===== src/common/cpuIsaPkg.sv =====
// Instruction set definitions: opcodes, branch codes, instruction word and flag positions
package cpuIsaPkg;

   typedef enum logic [4:0] {
      ADD    = 5'h00,
      ADDI   = 5'h01,
      ADDIB  = 5'h02,   // Byte immediate, Rd is also the source
      SUB    = 5'h04,
      SUBI   = 5'h05,
      SUBIB  = 5'h06,
      NEG    = 5'h07,
      CMP    = 5'h08,
      CMPI   = 5'h09,
      AND    = 5'h0A,
      OR     = 5'h0B,
      XOR    = 5'h0C,
      NOT    = 5'h0D,
      NAND   = 5'h0E,
      NOR    = 5'h0F,
      LSL    = 5'h10,
      LSR    = 5'h11,
      ASR    = 5'h12,
      LDW    = 5'h14,
      STW    = 5'h15,
      BRANCH = 5'h18    // Condition in the branch code field
   } opcode_t;

   typedef enum logic [2:0] {
      BR  = 3'd0,
      BNE = 3'd1,
      BE  = 3'd2,
      BLT = 3'd3,
      BGE = 3'd4,
      JMP = 3'd7        // Register relative, always taken
   } branchCode_t;

   typedef struct packed {
      opcode_t     Opcode;
      branchCode_t Branch;
   } instrWord_t;

   // Bit positions in the ALU flags word
   localparam int FlagC = 0;
   localparam int FlagV = 1;
   localparam int FlagN = 2;
   localparam int FlagZ = 3;

   typedef logic [3:0] flags_t;

endpackage


===== src/common/ctrlSignalsPkg.sv =====
// Control types: sequencer phase and step, datapath selectors, control and pad strobe structs
package ctrlSignalsPkg;

   typedef enum logic {
      PhFetch,
      PhExecute
   } phase_t;

   typedef enum logic [2:0] {
      StAddr      = 3'd0,   // ALE cycle
      StSelect    = 3'd1,   // nME low, held by the wait counter
      StStrobe    = 3'd2,   // Last nME low cycle, ENB for reads
      StFinish    = 3'd3,   // IR load in fetch, first cycle of execute
      StWriteback = 3'd4    // End of a memory instruction
   } step_t;

   typedef struct packed {
      phase_t Phase;
      step_t  Step;
   } seqState_t;

   typedef enum logic [3:0] {
      FnA, FnADD, FnSUB, FnNEG, FnAND, FnOR, FnXOR,
      FnNOT, FnNAND, FnNOR, FnLSL, FnLSR, FnASR
   } aluFn_t;

   typedef enum logic {Op1Rd1, Op1Pc}    op1Sel_t;
   typedef enum logic {Op2Imm, Op2Rd2}   op2Sel_t;
   typedef enum logic {ImmLong, ImmShort} immSel_t;
   typedef enum logic {Rs1Ra, Rs1Rd}     rs1Sel_t;
   typedef enum logic {WdAlu, WdSys}     wdSel_t;
   typedef enum logic [1:0] {Pc1 = 2'd0, PcAluOut = 2'd1} pcSel_t;

   // Selector zero values are the idle choices
   typedef struct packed {
      aluFn_t  AluOp;
      op1Sel_t Op1Sel;
      op2Sel_t Op2Sel;
      immSel_t ImmSel;
      rs1Sel_t Rs1Sel;
      wdSel_t  WdSel;
      pcSel_t  PcSel;
      logic    AluEn;   // ALU register onto the system bus
      logic    AluWe;
      logic    PcEn;    // PC onto the system bus
      logic    PcWe;
      logic    IrWe;
      logic    RegWe;
   } dpCtrl_t;

   typedef struct packed {
      logic MemEn;
      logic nWE;
      logic nOE;
      logic nME;
      logic ENB;
      logic ALE;
   } memPads_t;

endpackage


===== src/logic/statusFlags.sv =====
// Status register and branch condition evaluation
module statusFlags (
   input  logic                   Clock,
   input  logic                   nReset,
   input  cpuIsaPkg::flags_t      Flags,
   input  logic                   StatusWe,
   input  cpuIsaPkg::branchCode_t Branch,
   output logic                   BranchTaken
);
   import cpuIsaPkg::*;

   flags_t StatusReg;
   logic   SignMismatch;    // N differs from V, signed less than

   always_ff @(posedge Clock or negedge nReset) begin
      if (!nReset) begin
         StatusReg <= '0;
      end else if (StatusWe) begin
         StatusReg <= Flags;
      end
   end

   assign SignMismatch = StatusReg[FlagN] ^ StatusReg[FlagV];

   // Conditions use the flags held before this cycle's update
   always_comb begin
      case (Branch)
         BR, JMP: BranchTaken = 1'b1;
         BNE:     BranchTaken = !StatusReg[FlagZ];
         BE:      BranchTaken = StatusReg[FlagZ];
         BLT:     BranchTaken = SignMismatch;
         BGE:     BranchTaken = !SignMismatch;
         default: BranchTaken = 1'b0;
      endcase
   end

   branchKnown: assert property (@(posedge Clock) disable iff (!nReset)
      !$isunknown(BranchTaken));

endmodule


===== src/logic/memBusStrobes.sv =====
// Memory pad strobes from sequencer step and opcode
module memBusStrobes (
   input  ctrlSignalsPkg::seqState_t State,
   input  cpuIsaPkg::opcode_t        Opcode,
   output ctrlSignalsPkg::memPads_t  Pads
);
   import cpuIsaPkg::*;
   import ctrlSignalsPkg::*;

   logic MemCycle;    // Step belongs to a bus access
   logic ReadCycle;

   assign MemCycle  = (State.Phase == PhFetch) || (Opcode inside {LDW, STW});
   assign ReadCycle = (State.Phase == PhFetch) || (Opcode == LDW);

   always_comb begin
      Pads = '{MemEn: 1'b0, nWE: 1'b1, nOE: 1'b1, nME: 1'b1, ENB: 1'b0, ALE: 1'b0};
      if (MemCycle) begin
         case (State.Step)
            StAddr: Pads.ALE = 1'b1;
            StSelect, StStrobe: begin
               Pads.nME   = 1'b0;
               Pads.MemEn = ReadCycle;
               Pads.nOE   = !ReadCycle;                       // Stores keep the output off
               Pads.ENB   = ReadCycle && (State.Step == StStrobe);
            end
            default: ;
         endcase
      end
   end

endmodule


===== src/control/phaseSequencer.sv =====
// Fetch/execute state machine with sub-cycle step and memory wait counter
module phaseSequencer #(
   parameter int MemWaitCycles = 1
) (
   input  logic                      Clock,
   input  logic                      nReset,
   input  cpuIsaPkg::opcode_t        Opcode,
   output ctrlSignalsPkg::seqState_t State
);
   import cpuIsaPkg::*;
   import ctrlSignalsPkg::*;

   localparam int CntW = $clog2(MemWaitCycles + 1);

   logic [CntW-1:0] WaitCnt;    // Select cycles already spent
   logic            WaitDone;
   logic            IsMemOp;

   assign WaitDone = (WaitCnt == CntW'(MemWaitCycles - 1));
   assign IsMemOp  = Opcode inside {LDW, STW};

   always_ff @(posedge Clock or negedge nReset) begin
      if (!nReset) begin
         State.Phase <= PhFetch;
         State.Step  <= StAddr;
         WaitCnt     <= '0;
      end else begin
         case (State.Step)
            StAddr: begin
               State.Step <= StSelect;
               WaitCnt    <= '0;
            end
            StSelect: begin
               if (WaitDone) begin
                  State.Step <= StStrobe;           // Strobe is the last nME low cycle
               end else begin
                  WaitCnt <= WaitCnt + 1'b1;
               end
            end
            StStrobe: begin
               State.Step <= (State.Phase == PhFetch) ? StFinish : StWriteback;
            end
            StFinish: begin
               if (State.Phase == PhFetch) begin
                  State.Phase <= PhExecute;         // Execute opens on the finish step
               end else if (IsMemOp) begin
                  State.Step <= StAddr;             // Address is ready, go latch it
               end else begin
                  State.Phase <= PhFetch;
                  State.Step  <= StAddr;
               end
            end
            default: begin                          // Writeback, or an illegal step
               State.Phase <= PhFetch;
               State.Step  <= StAddr;
            end
         endcase
      end
   end

   // Only memory instructions may leave the first execute step
   stepLegal: assert property (@(posedge Clock) disable iff (!nReset)
      (State.Phase == PhFetch) ? (State.Step inside {StAddr, StSelect, StStrobe, StFinish})
                               : (State.Step == StFinish || IsMemOp));

endmodule


===== src/control/datapathDecode.sv =====
// Datapath control decode from opcode and sequencer step, with status write enable
module datapathDecode (
   input  ctrlSignalsPkg::seqState_t State,
   input  cpuIsaPkg::instrWord_t     Instr,
   input  logic                      BranchTaken,
   output ctrlSignalsPkg::dpCtrl_t   DpCtrl,
   output logic                      StatusWe
);
   import cpuIsaPkg::*;
   import ctrlSignalsPkg::*;

   aluFn_t AluFn;
   logic   IsAlu;
   logic   IsCompare;
   logic   Op2Reg;      // Second operand from Rd2
   logic   ImmForm;
   logic   ByteForm;
   logic   IsMemOp;
   logic   IsJmp;

   assign IsCompare = Instr.Opcode inside {CMP, CMPI};
   assign Op2Reg    = Instr.Opcode inside {ADD, SUB, CMP, AND, OR, XOR, NAND, NOR};
   assign ImmForm   = Instr.Opcode inside {ADDI, ADDIB, SUBI, SUBIB, CMPI, LSL, LSR, ASR};
   assign ByteForm  = Instr.Opcode inside {ADDIB, SUBIB};
   assign IsMemOp   = Instr.Opcode inside {LDW, STW};
   assign IsJmp     = (Instr.Branch == JMP);

   always_comb begin
      IsAlu = 1'b1;
      case (Instr.Opcode)
         ADD, ADDI, ADDIB:        AluFn = FnADD;
         SUB, SUBI, SUBIB, CMP, CMPI: AluFn = FnSUB;   // Compare subtracts for the flags
         NEG:                     AluFn = FnNEG;
         AND:                     AluFn = FnAND;
         OR:                      AluFn = FnOR;
         XOR:                     AluFn = FnXOR;
         NOT:                     AluFn = FnNOT;
         NAND:                    AluFn = FnNAND;
         NOR:                     AluFn = FnNOR;
         LSL:                     AluFn = FnLSL;
         LSR:                     AluFn = FnLSR;
         ASR:                     AluFn = FnASR;
         default: begin
            AluFn = FnA;
            IsAlu = 1'b0;
         end
      endcase
   end

   always_comb begin
      DpCtrl   = '0;                               // FnA, Rd1, Imm, long, Ra, Alu, Pc1
      StatusWe = 1'b0;
      if (State.Phase == PhFetch) begin
         DpCtrl.PcEn = (State.Step == StAddr);     // PC drives the fetch address
         DpCtrl.IrWe = (State.Step == StFinish);
      end else begin
         case (State.Step)
            StFinish: begin
               if (IsAlu) begin
                  DpCtrl.AluOp  = AluFn;
                  DpCtrl.Op2Sel = Op2Reg ? Op2Rd2 : Op2Imm;
                  DpCtrl.ImmSel = ImmForm ? ImmShort : ImmLong;
                  DpCtrl.Rs1Sel = ByteForm ? Rs1Rd : Rs1Ra;
                  DpCtrl.RegWe  = !IsCompare;
                  DpCtrl.PcEn   = 1'b1;
                  DpCtrl.PcWe   = 1'b1;
                  StatusWe      = 1'b1;
               end else if (IsMemOp) begin
                  DpCtrl.AluOp  = FnADD;           // Base plus offset into the ALU register
                  DpCtrl.ImmSel = ImmShort;
                  DpCtrl.AluEn  = 1'b1;
                  DpCtrl.AluWe  = 1'b1;
               end else if (Instr.Opcode == BRANCH) begin
                  DpCtrl.AluOp  = FnADD;
                  DpCtrl.Op1Sel = IsJmp ? Op1Rd1 : Op1Pc;
                  DpCtrl.ImmSel = IsJmp ? ImmShort : ImmLong;
                  DpCtrl.PcSel  = BranchTaken ? PcAluOut : Pc1;
                  DpCtrl.PcWe   = 1'b1;
               end else begin
                  DpCtrl.PcEn = 1'b1;              // Unknown opcode just steps the PC
                  DpCtrl.PcWe = 1'b1;
               end
            end
            StAddr: DpCtrl.AluEn = 1'b1;           // Address onto the bus for ALE
            StSelect: begin
               if (Instr.Opcode == STW) begin
                  DpCtrl.AluOp  = FnA;             // Store data passes through the ALU
                  DpCtrl.Rs1Sel = Rs1Rd;
                  DpCtrl.AluWe  = 1'b1;
                  DpCtrl.AluEn  = 1'b1;
               end
            end
            StStrobe: DpCtrl.AluEn = (Instr.Opcode == STW);
            StWriteback: begin
               DpCtrl.PcWe = 1'b1;
               if (Instr.Opcode == LDW) begin
                  DpCtrl.WdSel = WdSys;
                  DpCtrl.RegWe = 1'b1;
               end
            end
            default: ;
         endcase
      end
   end

endmodule


===== src/control/controlTop.sv =====
// Control unit top level: phase sequencer, status flags, datapath decode and pad strobes
module controlTop #(
   parameter int MemWaitCycles = 1   // Select stretch per memory access, 1 to 4
) (
   input  logic                     Clock,
   input  logic                     nReset,
   input  cpuIsaPkg::instrWord_t    Instr,
   input  cpuIsaPkg::flags_t        Flags,    // ALU flags of the current cycle
   output ctrlSignalsPkg::dpCtrl_t  DpCtrl,
   output ctrlSignalsPkg::memPads_t Pads
);
   import ctrlSignalsPkg::*;

   seqState_t State;
   logic      StatusWe;
   logic      BranchTaken;

   phaseSequencer #(
      .MemWaitCycles (MemWaitCycles)
   ) sequencer (
      .Clock  (Clock),
      .nReset (nReset),
      .Opcode (Instr.Opcode),
      .State  (State)
   );

   statusFlags status (
      .Clock       (Clock),
      .nReset      (nReset),
      .Flags       (Flags),
      .StatusWe    (StatusWe),
      .Branch      (Instr.Branch),
      .BranchTaken (BranchTaken)
   );

   datapathDecode decode (
      .State       (State),
      .Instr       (Instr),
      .BranchTaken (BranchTaken),
      .DpCtrl      (DpCtrl),
      .StatusWe    (StatusWe)
   );

   memBusStrobes strobes (
      .State  (State),
      .Opcode (Instr.Opcode),
      .Pads   (Pads)
   );

endmodule


===== config.mk =====
export PLATFORM = sky130hd
export DESIGN_NAME = controlTop
export DESIGN_NICKNAME = d
export VERILOG_FILES = /design/src/common/cpuIsaPkg.sv /design/src/common/ctrlSignalsPkg.sv /design/src/logic/statusFlags.sv /design/src/logic/memBusStrobes.sv /design/src/control/phaseSequencer.sv /design/src/control/datapathDecode.sv /design/src/control/controlTop.sv
export SDC_FILE = /design/constraint.sdc
export NUM_CORES = 1
export LEC_CHECK = 0
export BUFFER_PORTS_ARGS = -buffer_cell sky130_fd_sc_hd__buf_2
export CAP_MARGIN = 30
export CORE_UTILIZATION = 43
export DETAILED_ROUTE_END_ITERATION = 12
export GPL_ROUTABILITY_DRIVEN = 0
export PLACE_DENSITY = 0.76
export SLEW_MARGIN = 20
export SYNTH_ARGS = -nofsm -noshare
export SYNTH_HDL_FRONTEND = slang
export SYNTH_HIERARCHICAL = 1
export SYNTH_SLANG_ARGS = --single-unit
export TNS_END_PERCENT = 50

===== constraint.sdc =====
create_clock -name Clock -period 1.5 [get_ports Clock]
set_input_delay 0.15 -clock Clock [delete_from_list [all_inputs] [get_ports Clock]]
set_output_delay 0.15 -clock Clock [all_outputs]
set_load 0.02 [all_outputs]

==> run_results.csv <==
group,metric,value,unit
run_status,outcome,"complete, but fails checks",
run_status,violations,"design-rule violations, negative setup slack",
placement,numPortBuffers,33,
route,count_of_antenna_violating_nets_left_after_detailed_routing,0,
global_routing,first_global_vias,882,
setup_path,worstPathArrival,1540,ps
setup_path,crit_slowest_cell,"sky130_fd_sc_hd__dfrtp_2",
route,routed_via_density,5.52,
global_routing,grt_first_pass_wirelength,3590,um
synth,syn-instance-count,120,
route,drt-initial-drc-count,24,
placement,dp_slack,-14.5,ps
sta,grt_setup_unrepaired,"yes",
setup_path,regToRegSetupSlack,30,ps
placement,place.detailed.hpwl,1860,um
clocking,tritoncts,"done",
synth,ys.warnings.count,6,
floorplanning,die_height,47.6,um
cells_and_area,multi_input_area,766,sq um
clocking,maximum_buffer_depth_of_the_clock_tree,2,
cells_and_area,layout.area.seq,180,sq um
setup_path,critical_path.cell_chain,"nor2_1 > nand2_1 > nor3_2 > nand2b_1 > buf_2",
flow_run,timing.max_cap.violations,0,
synth,synth_edf_count,0,
route,detail_route.drc_violations,1,
cells_and_area,n_antenna_cell,0,
sta,post_route_minimum_period,1690,ps
synth,postSynthNetCount,134,
floorplanning,initial_utilization,45.6,%
sta,setup_viol_count_final,16,
power_and_ir_drop,worst_ir_drop_vdd,1530,uV
synth,syn_avg_cell_area,7.46,sq um
global_routing,grt_max_degree,16,
route,drt_first_pass_iters,8,
synth,synthTopCellsByArea,"sky130_fd_sc_hd__dfrtp_1 (20%), sky130_fd_sc_hd__nor2_1 (7.6%), sky130_fd_sc_hd__a21oi_1 (5.0%), sky130_fd_sc_hd__a211oi_1 (5.0%), sky130_fd_sc_hd__buf_6 (5.0%)",
cells_and_area,final_layout_size_suffix_gt1_share,51.8,%
floorplanning,design.portCount,37,
placement,place.detailed.instances,190,
sta,timing.setup.tns,-1240,ps
synth,synthDistinctLibCells,36,
route,totalWireLength,2650,um
sta,final_critical_path_setup_slack,-190,ps
synth,synth_top_cell_area_share,19.6,%
sta,fmaxAchievable,0.592,GHz
setup_path,critical_path_required,1350,ps
sta,finalCritPeriodShare,113,%
cells_and_area,fin_nets,185,
route,detailroute.via_count,1087,
power_and_ir_drop,power_per_cell_area,1660,nW/um^2
clocking,clk_transition_reported_paths,50,ps
sta,clk_skew,2.79,ps
clocking,skew_pair_late_insertion_delay,240,ps
setup_path,critPathTopFamily,"simple AND/OR/NAND/NOR gates",
sta,hold_viol_final,0,
floorplanning,die_area,2270,sq um
power_and_ir_drop,finalPower,0.00234,W
setup_path,timing.setup.critical_path_class,"reg2out",
floorplanning,die_x,47.6,um
global_routing,grt_overflow_total,0,
cells_and_area,final_cell_count_no_fill,197,
cells_and_area,fillers,162,
synth,yosys.area.top_type,"sky130_fd_sc_hd__dfrtp_1",
setup_path,critical-path-max-stage-delay,460,ps
min_path,holdCritPathClass,"in2reg",
synth,postSynthRegisterBits,7,
setup_path,worstSetupEndpointType,"output port",
floorplanning,core-area,1960,sq um
setup_path,setup.worst_path.start_class,"register",
sta,timing.final.max_slew_violations,0,
global_routing,antenna_found_initial,0,
floorplanning,rows,16,
power_and_ir_drop,p_leak,0.598,nW
synth,ys_async_sr_fraction,100,%
clocking,cts-root-buf,"sky130_fd_sc_hd__clkbuf_4",
synth,synth.cell_area,895,sq um
clocking,cts-buffers-inserted,3,
clocking,cts_max_level,1,
synth,ys_dominant_reg_cell,"sky130_fd_sc_hd__dfrtp_1",
setup_path,worstPathMaxFanout,6,
setup_path,path_buf_inv,1,
synth,yosysSeqAreaShare,19.6,%
cells_and_area,synthToLayoutAreaGrowth,57.3,%
route,detail_route.wl_per_cell,13.5,um
global_routing,gr-usage-all-layers,22.0,%
clocking,clkSinkCount,7,
## synth_stat cells (2+ instances only)
| cell | n |
|---|---|
| sky130_fd_sc_hd__or3_1 | 4 |
| sky130_fd_sc_hd__nor2b_1 | 4 |
| sky130_fd_sc_hd__and3_1 | 2 |
| sky130_fd_sc_hd__a21oi_1 | 9 |
| sky130_fd_sc_hd__nand2b_1 | 3 |
| sky130_fd_sc_hd__and4bb_2 | 3 |
| sky130_fd_sc_hd__nand2_1 | 9 |
| sky130_fd_sc_hd__mux2_1 | 2 |
| sky130_fd_sc_hd__conb_1 | 2 |
| sky130_fd_sc_hd__nor4b_1 | 3 |
| sky130_fd_sc_hd__dfrtp_1 | 7 |
| sky130_fd_sc_hd__a211oi_1 | 6 |
| sky130_fd_sc_hd__a31oi_1 | 2 |
| sky130_fd_sc_hd__nor4_1 | 2 |
| sky130_fd_sc_hd__nand3_1 | 5 |
| sky130_fd_sc_hd__nor2_1 | 18 |
| sky130_fd_sc_hd__buf_4 | 3 |
| sky130_fd_sc_hd__inv_1 | 3 |
| sky130_fd_sc_hd__nor3_1 | 7 |
| sky130_fd_sc_hd__xnor2_1 | 3 |
| sky130_fd_sc_hd__o21ai_0 | 5 |
| sky130_fd_sc_hd__buf_6 | 4 |
## through the flow
| stage | hold slack [ps] | utilization, % | area [sq um] |
|---|---|---|---|
| after floorplan | -146 | - | 926 |
| after global placement | -17.2 | 60.5 | 1190 |
| after detailed placement | -16.4 | 60.5 | 1190 |
| after CTS | 134 | 64.1 | 1260 |
| after global routing | 133 | 71.7 | 1410 |
| final | 131 | 71.7 | 1410 |
## report_power, final
group          leakage, nW  internal (W)  switching (W)
clock network       0.0150      0.000101      0.0000604
registers           0.0801      0.000297       0.000133
logic                0.503      0.000835       0.000912
total                0.598       0.00123        0.00110
## state kept, by name, summed over array words and instances (netlist names)
register	cells
status/StatusReg	3
sequencer/State	4
## worst reg2reg max path: stages, from the launching register on
cell and delay, ps:
sky130_fd_sc_hd__dfrtp_2 410, sky130_fd_sc_hd__nand2b_4 170, sky130_fd_sc_hd__nor2_4 120, sky130_fd_sc_hd__buf_4 110
sky130_fd_sc_hd__o21a_1 190, sky130_fd_sc_hd__mux2_1 340
## repair_timing
item                       4_1_cts  5_1_grt
resized for setup               13       34
pin swaps                        2        4
buffers inserted                 0        2
hold buffers                     1        0
hold endpoints to repair         7        0
setup endpoints to repair       19       19
## final timing paths
check,startpoint,end,depth (start not counted)
max in group asynchronous,nReset,sequencer/State[1]$_DFFE_PN0P_,2
max,sequencer/State[0]$_DFFE_PN0P_,DpCtrl[0],5
min in group asynchronous,nReset,status/StatusReg[3]$_DFFE_PN0P_,2
min,Flags[2],status/StatusReg[2]$_DFFE_PN0P_,2
min reg2reg,status/StatusReg[2]$_DFFE_PN0P_,status/StatusReg[2]$_DFFE_PN0P_,1
max reg2reg,sequencer/State[2]$_DFFE_PN0P_,status/StatusReg[1]$_DFFE_PN0P_,5
## cell families after synthesis
family / count (synthesis) / share of synthesized area [%]
AO/OA/AOI/OAI: 26 / 20.4
other: 2 / 0.839
buffers and inverters: 11 / 9.37
AND/OR/NAND/NOR: 67 / 42.1
flip-flops: 7 / 19.6
multiplexers: 3 / 3.78
XOR/XNOR: 4 / 3.92
## cells in the final DEF, fill, tap and decap left out, drive strengths merged, types with 2 or more instances in the layout
cell    instances
a211oi          7
a21oi           9
a31oi           2
and3            2
and4bb          3
buf            53
clkbuf          4
conb            2
dfrtp           7
inv             3
mux2            3
nand2          10
nand2b          4
nand3           5
nor2           18
nor2b           4
nor3            7
nor4            2
nor4b           3
o21ai           5
or3             4
xnor2           3
## final cells by class
type | instances | area share (%)
clock buffer | 4 | 1.87
multi-input combinational | 102 | 54.4
inverter | 3 | 0.800
sequential | 7 | 12.8
tap | 27 | 2.40
timing repair buffer | 54 | 27.7
## layer usage
metal | vias to the layer above | wire [um] | GRT usage [%]
met3 | 0 | 143 | 3.40
li1 | 533 | - | -
met5 | - | 0 | 0
met1 | 511 | 1120 | 29.4
met2 | 43 | 1390 | 37.8
met4 | 0 | 0 | 4.44
(Power assumes the default switching activity.)
